--- src/source/core_config.svh ---
`ifndef CORE_CONFIG_SVH
`define CORE_CONFIG_SVH

// datapath word width
`define CORE_XLEN 32

// architectural registers, x0 included
`define CORE_NREGS 32

// word address widths of the two memories
`define CORE_IADDR_W 10
`define CORE_DADDR_W 10

// byte address of the first fetch
`define CORE_RESET_PC 32'h0000_0000

`endif
--- src/source/core_pkg.sv ---
`include "core_config.svh"

package core_pkg;

    typedef logic [`CORE_XLEN-1:0] word_t;
    typedef logic [$clog2(`CORE_NREGS)-1:0] reg_addr_t;

    typedef enum logic [3:0] {
        alu_add,
        alu_sub,
        alu_sll,
        alu_slt,
        alu_sltu,
        alu_xor,
        alu_srl,
        alu_sra,
        alu_or,
        alu_and,
        alu_pass_b
    } alu_op_e;

    typedef enum logic [1:0] {
        br_eq,
        br_ne,
        br_lt,
        br_ge
    } br_cond_e;

    typedef enum logic [2:0] {
        unit_alu,
        unit_load,
        unit_store,
        unit_branch,
        unit_jal,
        unit_illegal
    } unit_e;

    typedef enum logic [2:0] {
        st_fetch,
        st_fetch_wait,
        st_decode,
        st_execute,
        st_execute_wait,
        st_write,
        st_halt
    } ctrl_state_e;

    // one decoded instruction, latched by the controller in decode
    typedef struct packed {
        unit_e     unit;
        alu_op_e   alu_op;
        br_cond_e  br_cond;
        reg_addr_t rd;
        logic      rd_write;
        word_t     operand_a;
        word_t     operand_b;
        word_t     store_data;
        word_t     target;
    } decoded_t;

    typedef struct packed {
        word_t value;
        logic  taken;
    } exec_result_t;

endpackage

--- src/source/core_top.sv ---
`include "core_config.svh"

module core_top (
    input  logic                      clk,
    input  logic                      rstn,
    output logic                      inst_req,
    output logic [`CORE_IADDR_W-1:0]  inst_addr,
    input  core_pkg::word_t           inst_data,
    output logic                      data_re,
    output logic                      data_we,
    output logic [`CORE_DADDR_W-1:0]  data_addr,
    output core_pkg::word_t           data_wdata,
    input  core_pkg::word_t           data_rdata,
    output logic                      halted
);
    import core_pkg::*;

    word_t        insn;
    word_t        pc;
    reg_addr_t    rs1_addr;
    reg_addr_t    rs2_addr;
    word_t        rs1_data;
    word_t        rs2_data;
    decoded_t     dec;
    decoded_t     op;
    logic         alu_start;
    logic         alu_done;
    exec_result_t alu_res;
    logic         lsu_start;
    logic         lsu_done;
    exec_result_t lsu_res;
    logic         rd_we;
    reg_addr_t    rd_addr;
    word_t        rd_data;

    core_ctrl i_core_ctrl (
        .clk       (clk),
        .rstn      (rstn),
        .inst_data (inst_data),
        .inst_req  (inst_req),
        .inst_addr (inst_addr),
        .dec       (dec),
        .insn      (insn),
        .pc        (pc),
        .alu_start (alu_start),
        .alu_res   (alu_res),
        .alu_done  (alu_done),
        .lsu_start (lsu_start),
        .lsu_res   (lsu_res),
        .lsu_done  (lsu_done),
        .op        (op),
        .rd_we     (rd_we),
        .rd_addr   (rd_addr),
        .rd_data   (rd_data),
        .halted    (halted)
    );

    inst_decoder i_inst_decoder (
        .insn     (insn),
        .pc       (pc),
        .rs1_addr (rs1_addr),
        .rs2_addr (rs2_addr),
        .rs1_data (rs1_data),
        .rs2_data (rs2_data),
        .dec      (dec)
    );

    reg_file i_reg_file (
        .clk      (clk),
        .rstn     (rstn),
        .rs1_addr (rs1_addr),
        .rs2_addr (rs2_addr),
        .rs1_data (rs1_data),
        .rs2_data (rs2_data),
        .we       (rd_we),
        .rd_addr  (rd_addr),
        .rd_data  (rd_data)
    );

    alu_unit i_alu_unit (
        .clk   (clk),
        .rstn  (rstn),
        .start (alu_start),
        .op    (op),
        .res   (alu_res),
        .done  (alu_done)
    );

    load_store_unit i_load_store_unit (
        .clk        (clk),
        .rstn       (rstn),
        .start      (lsu_start),
        .op         (op),
        .data_re    (data_re),
        .data_we    (data_we),
        .data_addr  (data_addr),
        .data_wdata (data_wdata),
        .data_rdata (data_rdata),
        .res        (lsu_res),
        .done       (lsu_done)
    );

endmodule

--- src/source/core_ctrl.sv ---
`include "core_config.svh"

module core_ctrl (
    input  logic                      clk,
    input  logic                      rstn,
    input  core_pkg::word_t           inst_data,
    output logic                      inst_req,
    output logic [`CORE_IADDR_W-1:0]  inst_addr,
    input  core_pkg::decoded_t        dec,
    output core_pkg::word_t           insn,
    output core_pkg::word_t           pc,
    output logic                      alu_start,
    input  core_pkg::exec_result_t    alu_res,
    input  logic                      alu_done,
    output logic                      lsu_start,
    input  core_pkg::exec_result_t    lsu_res,
    input  logic                      lsu_done,
    output core_pkg::decoded_t        op,
    output logic                      rd_we,
    output core_pkg::reg_addr_t       rd_addr,
    output core_pkg::word_t           rd_data,
    output logic                      halted
);
    import core_pkg::*;

    ctrl_state_e  state;
    ctrl_state_e  state_d;
    word_t        wb_value;
    word_t        next_pc;
    logic         taken;
    logic         uses_lsu;
    logic         unit_done;
    exec_result_t unit_res;

    assign uses_lsu  = op.unit inside {unit_load, unit_store};
    assign unit_done = uses_lsu ? lsu_done : alu_done;
    assign unit_res  = uses_lsu ? lsu_res : alu_res;

    assign alu_start = (state == st_execute) && (op.unit inside {unit_alu, unit_branch});
    assign lsu_start = (state == st_execute) && uses_lsu;

    always_comb begin
        state_d = state;
        case (state)
            // the request strobe is issued on entry, so a cold start waits one cycle
            st_fetch: begin
                if (inst_req) begin
                    state_d = st_fetch_wait;
                end
            end
            st_fetch_wait: state_d = st_decode;
            st_decode:     state_d = st_execute;
            st_execute: begin
                case (op.unit)
                    unit_alu, unit_branch, unit_load, unit_store: state_d = st_execute_wait;
                    unit_jal: state_d = st_write;
                    default:  state_d = st_halt;
                endcase
            end
            st_execute_wait: begin
                if (unit_done) begin
                    state_d = st_write;
                end
            end
            st_write: state_d = st_fetch;
            default:  state_d = st_halt;
        endcase
    end

    assign next_pc = ((op.unit == unit_jal) || (op.unit == unit_branch && taken)) ?
                     op.target : pc + 32'd4;

    always_ff @(posedge clk) begin
        if (!rstn) begin
            state    <= st_fetch;
            pc       <= `CORE_RESET_PC;
            inst_req <= 1'b0;
        end else begin
            state    <= state_d;
            inst_req <= (state_d == st_fetch);
            if (state == st_write) begin
                pc <= {next_pc[`CORE_XLEN-1:2], 2'b00};
            end
        end
    end

    always_ff @(posedge clk) begin
        if (state == st_fetch_wait) begin
            insn <= inst_data;
        end
        if (state == st_decode) begin
            op <= dec;
        end
        // jal link value
        if (state == st_execute) begin
            wb_value <= pc + 32'd4;
        end
        if (state == st_execute_wait && unit_done) begin
            wb_value <= unit_res.value;
            taken    <= unit_res.taken;
        end
    end

    assign inst_addr = pc[`CORE_IADDR_W+1:2];
    assign rd_we     = (state == st_write) && op.rd_write;
    assign rd_addr   = op.rd;
    assign rd_data   = wb_value;
    assign halted    = (state == st_halt);

endmodule

--- src/source/load_store_unit.sv ---
`include "core_config.svh"

module load_store_unit (
    input  logic                      clk,
    input  logic                      rstn,
    input  logic                      start,
    input  core_pkg::decoded_t        op,
    output logic                      data_re,
    output logic                      data_we,
    output logic [`CORE_DADDR_W-1:0]  data_addr,
    output core_pkg::word_t           data_wdata,
    input  core_pkg::word_t           data_rdata,
    output core_pkg::exec_result_t    res,
    output logic                      done
);
    import core_pkg::*;

    word_t byte_addr;
    logic  load_pend;

    assign byte_addr = op.operand_a + op.operand_b;

    // strobes go out the cycle after start
    always_ff @(posedge clk) begin
        if (!rstn) begin
            data_re   <= 1'b0;
            data_we   <= 1'b0;
            load_pend <= 1'b0;
        end else begin
            data_re   <= start && (op.unit == unit_load);
            data_we   <= start && (op.unit == unit_store);
            load_pend <= data_re;
        end
    end

    always_ff @(posedge clk) begin
        if (start) begin
            data_addr  <= byte_addr[`CORE_DADDR_W+1:2];
            data_wdata <= op.store_data;
        end
    end

    // read data is valid while load_pend is high, the controller takes it then
    assign done = data_we | load_pend;
    assign res  = '{value: data_rdata, taken: 1'b0};

endmodule

--- src/source/alu_unit.sv ---
`include "core_config.svh"

module alu_unit (
    input  logic                   clk,
    input  logic                   rstn,
    input  logic                   start,
    input  core_pkg::decoded_t     op,
    output core_pkg::exec_result_t res,
    output logic                   done
);
    import core_pkg::*;

    word_t      a;
    word_t      b;
    word_t      value;
    logic [4:0] shamt;
    logic       cond;

    assign a     = op.operand_a;
    assign b     = op.operand_b;
    assign shamt = b[4:0];

    always_comb begin
        case (op.alu_op)
            alu_add:    value = a + b;
            alu_sub:    value = a - b;
            alu_sll:    value = a << shamt;
            alu_slt:    value = {{(`CORE_XLEN-1){1'b0}}, $signed(a) < $signed(b)};
            alu_sltu:   value = {{(`CORE_XLEN-1){1'b0}}, a < b};
            alu_xor:    value = a ^ b;
            alu_srl:    value = a >> shamt;
            alu_sra:    value = $signed(a) >>> shamt;
            alu_or:     value = a | b;
            alu_and:    value = a & b;
            alu_pass_b: value = b;
            default:    value = '0;
        endcase
    end

    // branches compare rs1 against rs2, which rides in store_data
    always_comb begin
        case (op.br_cond)
            br_eq:   cond = (a == op.store_data);
            br_ne:   cond = (a != op.store_data);
            br_lt:   cond = ($signed(a) < $signed(op.store_data));
            default: cond = ($signed(a) >= $signed(op.store_data));
        endcase
    end

    always_ff @(posedge clk) begin
        if (!rstn) begin
            done <= 1'b0;
        end else begin
            done <= start;
        end
    end

    always_ff @(posedge clk) begin
        if (start) begin
            res.value <= value;
            res.taken <= (op.unit == unit_branch) && cond;
        end
    end

endmodule

--- src/source/inst_decoder.sv ---
module inst_decoder (
    input  core_pkg::word_t     insn,
    input  core_pkg::word_t     pc,
    output core_pkg::reg_addr_t rs1_addr,
    output core_pkg::reg_addr_t rs2_addr,
    input  core_pkg::word_t     rs1_data,
    input  core_pkg::word_t     rs2_data,
    output core_pkg::decoded_t  dec
);
    import core_pkg::*;

    logic [6:0] opcode;
    logic [2:0] funct3;
    logic [6:0] funct7;
    word_t      imm_i;
    word_t      imm_s;
    word_t      imm_b;
    word_t      imm_u;
    word_t      imm_j;

    assign opcode   = insn[6:0];
    assign funct3   = insn[14:12];
    assign funct7   = insn[31:25];
    assign rs1_addr = insn[19:15];
    assign rs2_addr = insn[24:20];

    assign imm_i = {{20{insn[31]}}, insn[31:20]};
    assign imm_s = {{20{insn[31]}}, insn[31:25], insn[11:7]};
    assign imm_b = {{19{insn[31]}}, insn[31], insn[7], insn[30:25], insn[11:8], 1'b0};
    assign imm_u = {insn[31:12], 12'b0};
    assign imm_j = {{11{insn[31]}}, insn[31], insn[19:12], insn[20], insn[30:21], 1'b0};

    always_comb begin
        dec.unit       = unit_illegal;
        dec.alu_op     = alu_add;
        dec.br_cond    = br_eq;
        dec.rd         = insn[11:7];
        dec.operand_a  = rs1_data;
        dec.operand_b  = rs2_data;
        dec.store_data = rs2_data;
        dec.target     = pc + imm_b;

        case (opcode)
            7'b0110011: begin
                dec.unit = unit_alu;
                case ({funct7, funct3})
                    {7'b0000000, 3'b000}: dec.alu_op = alu_add;
                    {7'b0100000, 3'b000}: dec.alu_op = alu_sub;
                    {7'b0000000, 3'b001}: dec.alu_op = alu_sll;
                    {7'b0000000, 3'b010}: dec.alu_op = alu_slt;
                    {7'b0000000, 3'b011}: dec.alu_op = alu_sltu;
                    {7'b0000000, 3'b100}: dec.alu_op = alu_xor;
                    {7'b0000000, 3'b101}: dec.alu_op = alu_srl;
                    {7'b0100000, 3'b101}: dec.alu_op = alu_sra;
                    {7'b0000000, 3'b110}: dec.alu_op = alu_or;
                    {7'b0000000, 3'b111}: dec.alu_op = alu_and;
                    default:              dec.unit   = unit_illegal;
                endcase
            end
            7'b0010011: begin
                dec.unit      = unit_alu;
                dec.operand_b = imm_i;
                case (funct3)
                    3'b000: dec.alu_op = alu_add;
                    3'b010: dec.alu_op = alu_slt;
                    3'b100: dec.alu_op = alu_xor;
                    3'b110: dec.alu_op = alu_or;
                    3'b111: dec.alu_op = alu_and;
                    3'b001: begin
                        dec.alu_op = alu_sll;
                        if (funct7 != 7'b0000000) begin
                            dec.unit = unit_illegal;
                        end
                    end
                    3'b101: begin
                        dec.alu_op = alu_srl;
                        if (funct7 != 7'b0000000) begin
                            dec.unit = unit_illegal;
                        end
                    end
                    // no SLTIU here
                    default: dec.unit = unit_illegal;
                endcase
            end
            7'b0110111: begin
                dec.unit      = unit_alu;
                dec.alu_op    = alu_pass_b;
                dec.operand_b = imm_u;
            end
            7'b0000011: begin
                dec.unit      = (funct3 == 3'b010) ? unit_load : unit_illegal;
                dec.operand_b = imm_i;
            end
            7'b0100011: begin
                dec.unit      = (funct3 == 3'b010) ? unit_store : unit_illegal;
                dec.operand_b = imm_s;
            end
            7'b1100011: begin
                dec.unit   = unit_branch;
                dec.alu_op = alu_sub;
                case (funct3)
                    3'b000:  dec.br_cond = br_eq;
                    3'b001:  dec.br_cond = br_ne;
                    3'b100:  dec.br_cond = br_lt;
                    3'b101:  dec.br_cond = br_ge;
                    default: dec.unit    = unit_illegal;
                endcase
            end
            7'b1101111: begin
                dec.unit   = unit_jal;
                dec.target = pc + imm_j;
            end
            default: dec.unit = unit_illegal;
        endcase

        dec.rd_write = dec.unit inside {unit_alu, unit_load, unit_jal};
    end

endmodule

--- src/source/reg_file.sv ---
`include "core_config.svh"

module reg_file (
    input  logic                clk,
    input  logic                rstn,
    input  core_pkg::reg_addr_t rs1_addr,
    input  core_pkg::reg_addr_t rs2_addr,
    output core_pkg::word_t     rs1_data,
    output core_pkg::word_t     rs2_data,
    input  logic                we,
    input  core_pkg::reg_addr_t rd_addr,
    input  core_pkg::word_t     rd_data
);
    import core_pkg::*;

    word_t regs [`CORE_NREGS];

    always_ff @(posedge clk) begin
        if (!rstn) begin
            for (int i = 0; i < `CORE_NREGS; i++) begin
                regs[i] <= '0;
            end
        end else if (we && rd_addr != '0) begin
            regs[rd_addr] <= rd_data;
        end
    end

    // x0 is never written and keeps its reset zero
    assign rs1_data = regs[rs1_addr];
    assign rs2_data = regs[rs2_addr];

endmodule

--- config.mk ---
export PLATFORM = sky130hd
export DESIGN_NAME = core_top
export DESIGN_NICKNAME = d
export VERILOG_FILES = /design/src/source/core_pkg.sv /design/src/source/core_top.sv /design/src/source/core_ctrl.sv /design/src/source/load_store_unit.sv /design/src/source/alu_unit.sv /design/src/source/inst_decoder.sv /design/src/source/reg_file.sv
export VERILOG_INCLUDE_DIRS = /design/src /design/src/source
export SDC_FILE = /design/constraint.sdc
export NUM_CORES = 2
export LEC_CHECK = 0
export ABC_AREA = 1
export BUFFER_PORTS_ARGS = -buffer_cell sky130_fd_sc_hd__buf_2
export CORE_UTILIZATION = 30
export CTS_BUF_LIST = sky130_fd_sc_hd__clkbuf_8
export DETAILED_ROUTE_END_ITERATION = 10
export GPL_ROUTABILITY_DRIVEN = 1
export SETUP_SLACK_MARGIN = 0.1
export SLEW_MARGIN = 20
export SYNTH_ARGS = -nofsm -noshare
export SYNTH_HDL_FRONTEND = slang
export SYNTH_SLANG_ARGS = --single-unit
--- constraint.sdc ---
create_clock -name clk -period 12.1 [get_ports clk]
set_clock_uncertainty 0.05 [all_clocks]
set_input_delay 1.21 -clock clk [delete_from_list [all_inputs] [get_ports clk]]
set_output_delay 1.21 -clock clk [all_outputs]
set_load 0.03 [all_outputs]
==> flow_summary.ini <==
[finish]
nets = 9241
regArea_sq_mm = 0.0401
final_cell_mix = nor2_1 (2408), o21ai_0 (1343), edfxtp_1 (1305)
synthToLayoutAreaGrowth_pct = 10.8
final_common_cell = nor2_1
fillerInstances = 26573
layout.cells.non_filler = 12604
drive_gt1_share_pct = 7.68
multi_input_area_sq_mm = 0.0332

[grt]
grt_usage_pct = 28.0
grt_max_degree = 180
grt_pass1_wl_um = 527000
grt-ovfl-total = 0
grt_pass1_vias = 70265
antenna_found_initial = 36

[job]
max-cap-violations = 0

[routing]
vias = 75470
drc = 0
vias_per_cell = 5.99
wire_per_inst_um = 30.1
first_pass_iters = 9
finalWirelength_um = 379000
initialDrtViolationCount = 12566
ant_nets = 0

[timing]
drv_slew = 0
finalSetupTns_ps = 0
hold_slack_ps = 282
maxSlewHeadroom_pct = 17.7
worst_pin_slew_ps = 1220
fmax_ghz = 0.184
hold_viol_final = 0
rsz0062_at_grt = false
post-route-period-util_pct = 44.8
fin_crit_ps = 5420
setup_viol = 0

[floorplan]
fp.dieH_um = 511
start_util_pct = 30.2
die_area_sq_mm = 0.261
rows = 186
fp.coreArea_sq_mm = 0.257
ios = 122
fp.dieW_um = 511

[worst_setup_path]
rr_worst_depth = 8
worstSetupStartpointType = flip-flop
critPathKind = flip-flop to flip-flop
cp_max_fo = 162
crit_required_ps = 12830
worstPathArrival_ps = 6150
end_kind = flip-flop

[synthesis]
syn_area_sq_mm = 0.0776
syn_area_per_cell_sq_um = 8.45
syn_inst = 9184
ys_seq_elements = 1348
yosysWarnings = 0
async_flop_share_pct = 0
synth_edf_count = 1305
synthFlopType = edfxtp_1
synth.distinct_cells = 54
ys_seq_area_share_pct = 51.6

[place]
dp_hpwl_um = 246000
io_buffers = 121
gp_congestion = 1.04
dp_cells = 12155

[power]
p_switching_mw = 9.41
power_density_mw_per_mm2 = 223
p_leak_nw = 32.7
p_total_mw = 19.2
p_clk_share_pct = 22.2
switching_share_pct = 49.1
p_int_mw = 9.75
pwr-share-seq_pct = 32.1
irDropWorstVdd_v = 0.000164
p_comb_share_pct = 45.7

[cts]
cts_hold_buf = 0
clock_latency_ps = 1140
cts_made_buffers = 234
post_cts_resized = 0
clkTransAtPathRegs_ps = 70
cts_max_level = 4
cts_tree = done
clock_path_buffers = 3
cts_sinks = 1348
post_cts_buffers = 0
clk_root_buffer_cell = clkbuf_8

[run_status]
status = completed

[min_path]
min_path_cells = 1
min_path_type = primary input to flip-flop
## Yosys cell counts, types with 5 or more instances
| cell type | number | area, sq um |
|---|---|---|
| o31ai_1 | 12 | 90.1 |
| nor2_2 | 5 | 31.3 |
| a31oi_1 | 72 | 450 |
| buf_4 | 12 | 90.1 |
| o211ai_1 | 51 | 383 |
| buf_2 | 68 | 340 |
| a21oi_1 | 254 | 1270 |
| o21bai_1 | 12 | 90.1 |
| nor3_1 | 65 | 325 |
| o221ai_1 | 379 | 3320 |
| nor2_1 | 2414 | 9060 |
| inv_1 | 436 | 1640 |
| clkinv_1 | 6 | 22.5 |
| nor4_1 | 9 | 56.3 |
| o22ai_1 | 157 | 982 |
| nand4_1 | 36 | 225 |
| clkbuf_1 | 644 | 2420 |
| a32oi_1 | 29 | 254 |
| xor2_1 | 45 | 394 |
| o21a_1 | 58 | 435 |
| buf_1 | 35 | 131 |
| a21o_1 | 15 | 113 |
| ha_1 | 164 | 2050 |
| o21ai_0 | 1346 | 6740 |
| nand2_1 | 1014 | 3810 |
| xnor2_1 | 15 | 131 |
| a22oi_1 | 7 | 52.6 |
| a221oi_1 | 18 | 158 |
| edfxtp_1 | 1305 | 39200 |
| or2_2 | 14 | 87.6 |
| dfxtp_1 | 43 | 861 |
| nand3_1 | 394 | 1970 |
| mux2i_1 | 7 | 70.1 |
| a21boi_0 | 5 | 37.5 |
## per-layer routing
layer  up-vias  wire length (um)  GRT usage (%)
met2      5787            157000           40.6
li1      31871                 -              -
met3      1113             50300           7.98
met4        34             28600           18.5
met1     36665            143000           36.1
met5         -               207              0
## power by group through the flow
| stage | clock network [mW] | registers, mW | logic, mW |
|---|---|---|---|
| final | 4.25 | 6.14 | 8.76 |
| after global routing | 4.46 | 6.15 | 9.02 |
| after CTS | 4.28 | 6.11 | 8.29 |
| after detailed placement | 0 | 6.20 | 8.27 |
| after global placement | 0 | 6.20 | 8.17 |
| after floorplan | 0 | 5.90 | 4.78 |
## critical path: stages (launching register included)
cell	delay, ps
edfxtp_1	320
buf_4	750
buf_12	500
buf_4	760
buf_4	820
o21ai_0	220
o221ai_1	250
a31oi_1	310
a32oi_1	860
## cells by family after synthesis
family	after synthesis	synth area share, %
buffers and inverters	1207	6.03
AOI/OAI and AO/OA	2433	18.7
muxes	8	0.105
adders and majority gates	167	2.72
xor gates and xnor gates	60	0.677
and+or+nand+nor	3960	20.1
other	1	0.00483
DFF	1348	51.6
## cell type report
| type | instances | area share, % |
|---|---|---|
| antenna | 9 | 0.0262 |
| clock buffer | 239 | 3.83 |
| clock inverter | 200 | 1.53 |
| inverter | 445 | 1.99 |
| multi-input combinational | 6660 | 38.6 |
| sequential | 1348 | 46.6 |
| tap | 3384 | 4.93 |
| timing repair buffer | 319 | 2.52 |
## state kept, by name, summed over array words and instances (netlist names), 3 cells and up, named ones only
signal	flops
i_core_ctrl.rd_data	32
i_core_ctrl.insn	32
i_core_ctrl.state	3
i_core_ctrl.pc	30
i_alu_unit.res	33
i_load_store_unit.data_wdata	32
i_reg_file.regs	1024
i_core_ctrl.rd_addr	5
i_load_store_unit.data_addr	10
i_core_ctrl.op	136
## worst paths after layout
| check | from | endpoint | slack, ps |
|---|---|---|---|
| worst max-delay path | i_core_ctrl.insn[15] | i_core_ctrl.op[97] | 6680 |
| worst min register to register | i_load_store_unit.data_re | i_load_store_unit.load_pend | 400 |
| worst min-delay path | inst_data[13] | i_core_ctrl.insn[13] | 280 |
| worst max register to register | i_core_ctrl.insn[15] | i_core_ctrl.op[97] | 6680 |
## stage by stage
| step | setup WS (ps) | util, % | area [sq um] |
|---|---|---|---|
| CTS | 7020 | 33.4 | 85900 |
| detailed placement | 6980 | 31.6 | 81300 |
| global placement | 7020 | 31.6 | 81300 |
| global route | 6650 | 33.5 | 85900 |
| finish | 6680 | 33.5 | 86000 |
| floorplan | 1260 | - | 77700 |
(Power assumes the default switching activity.)
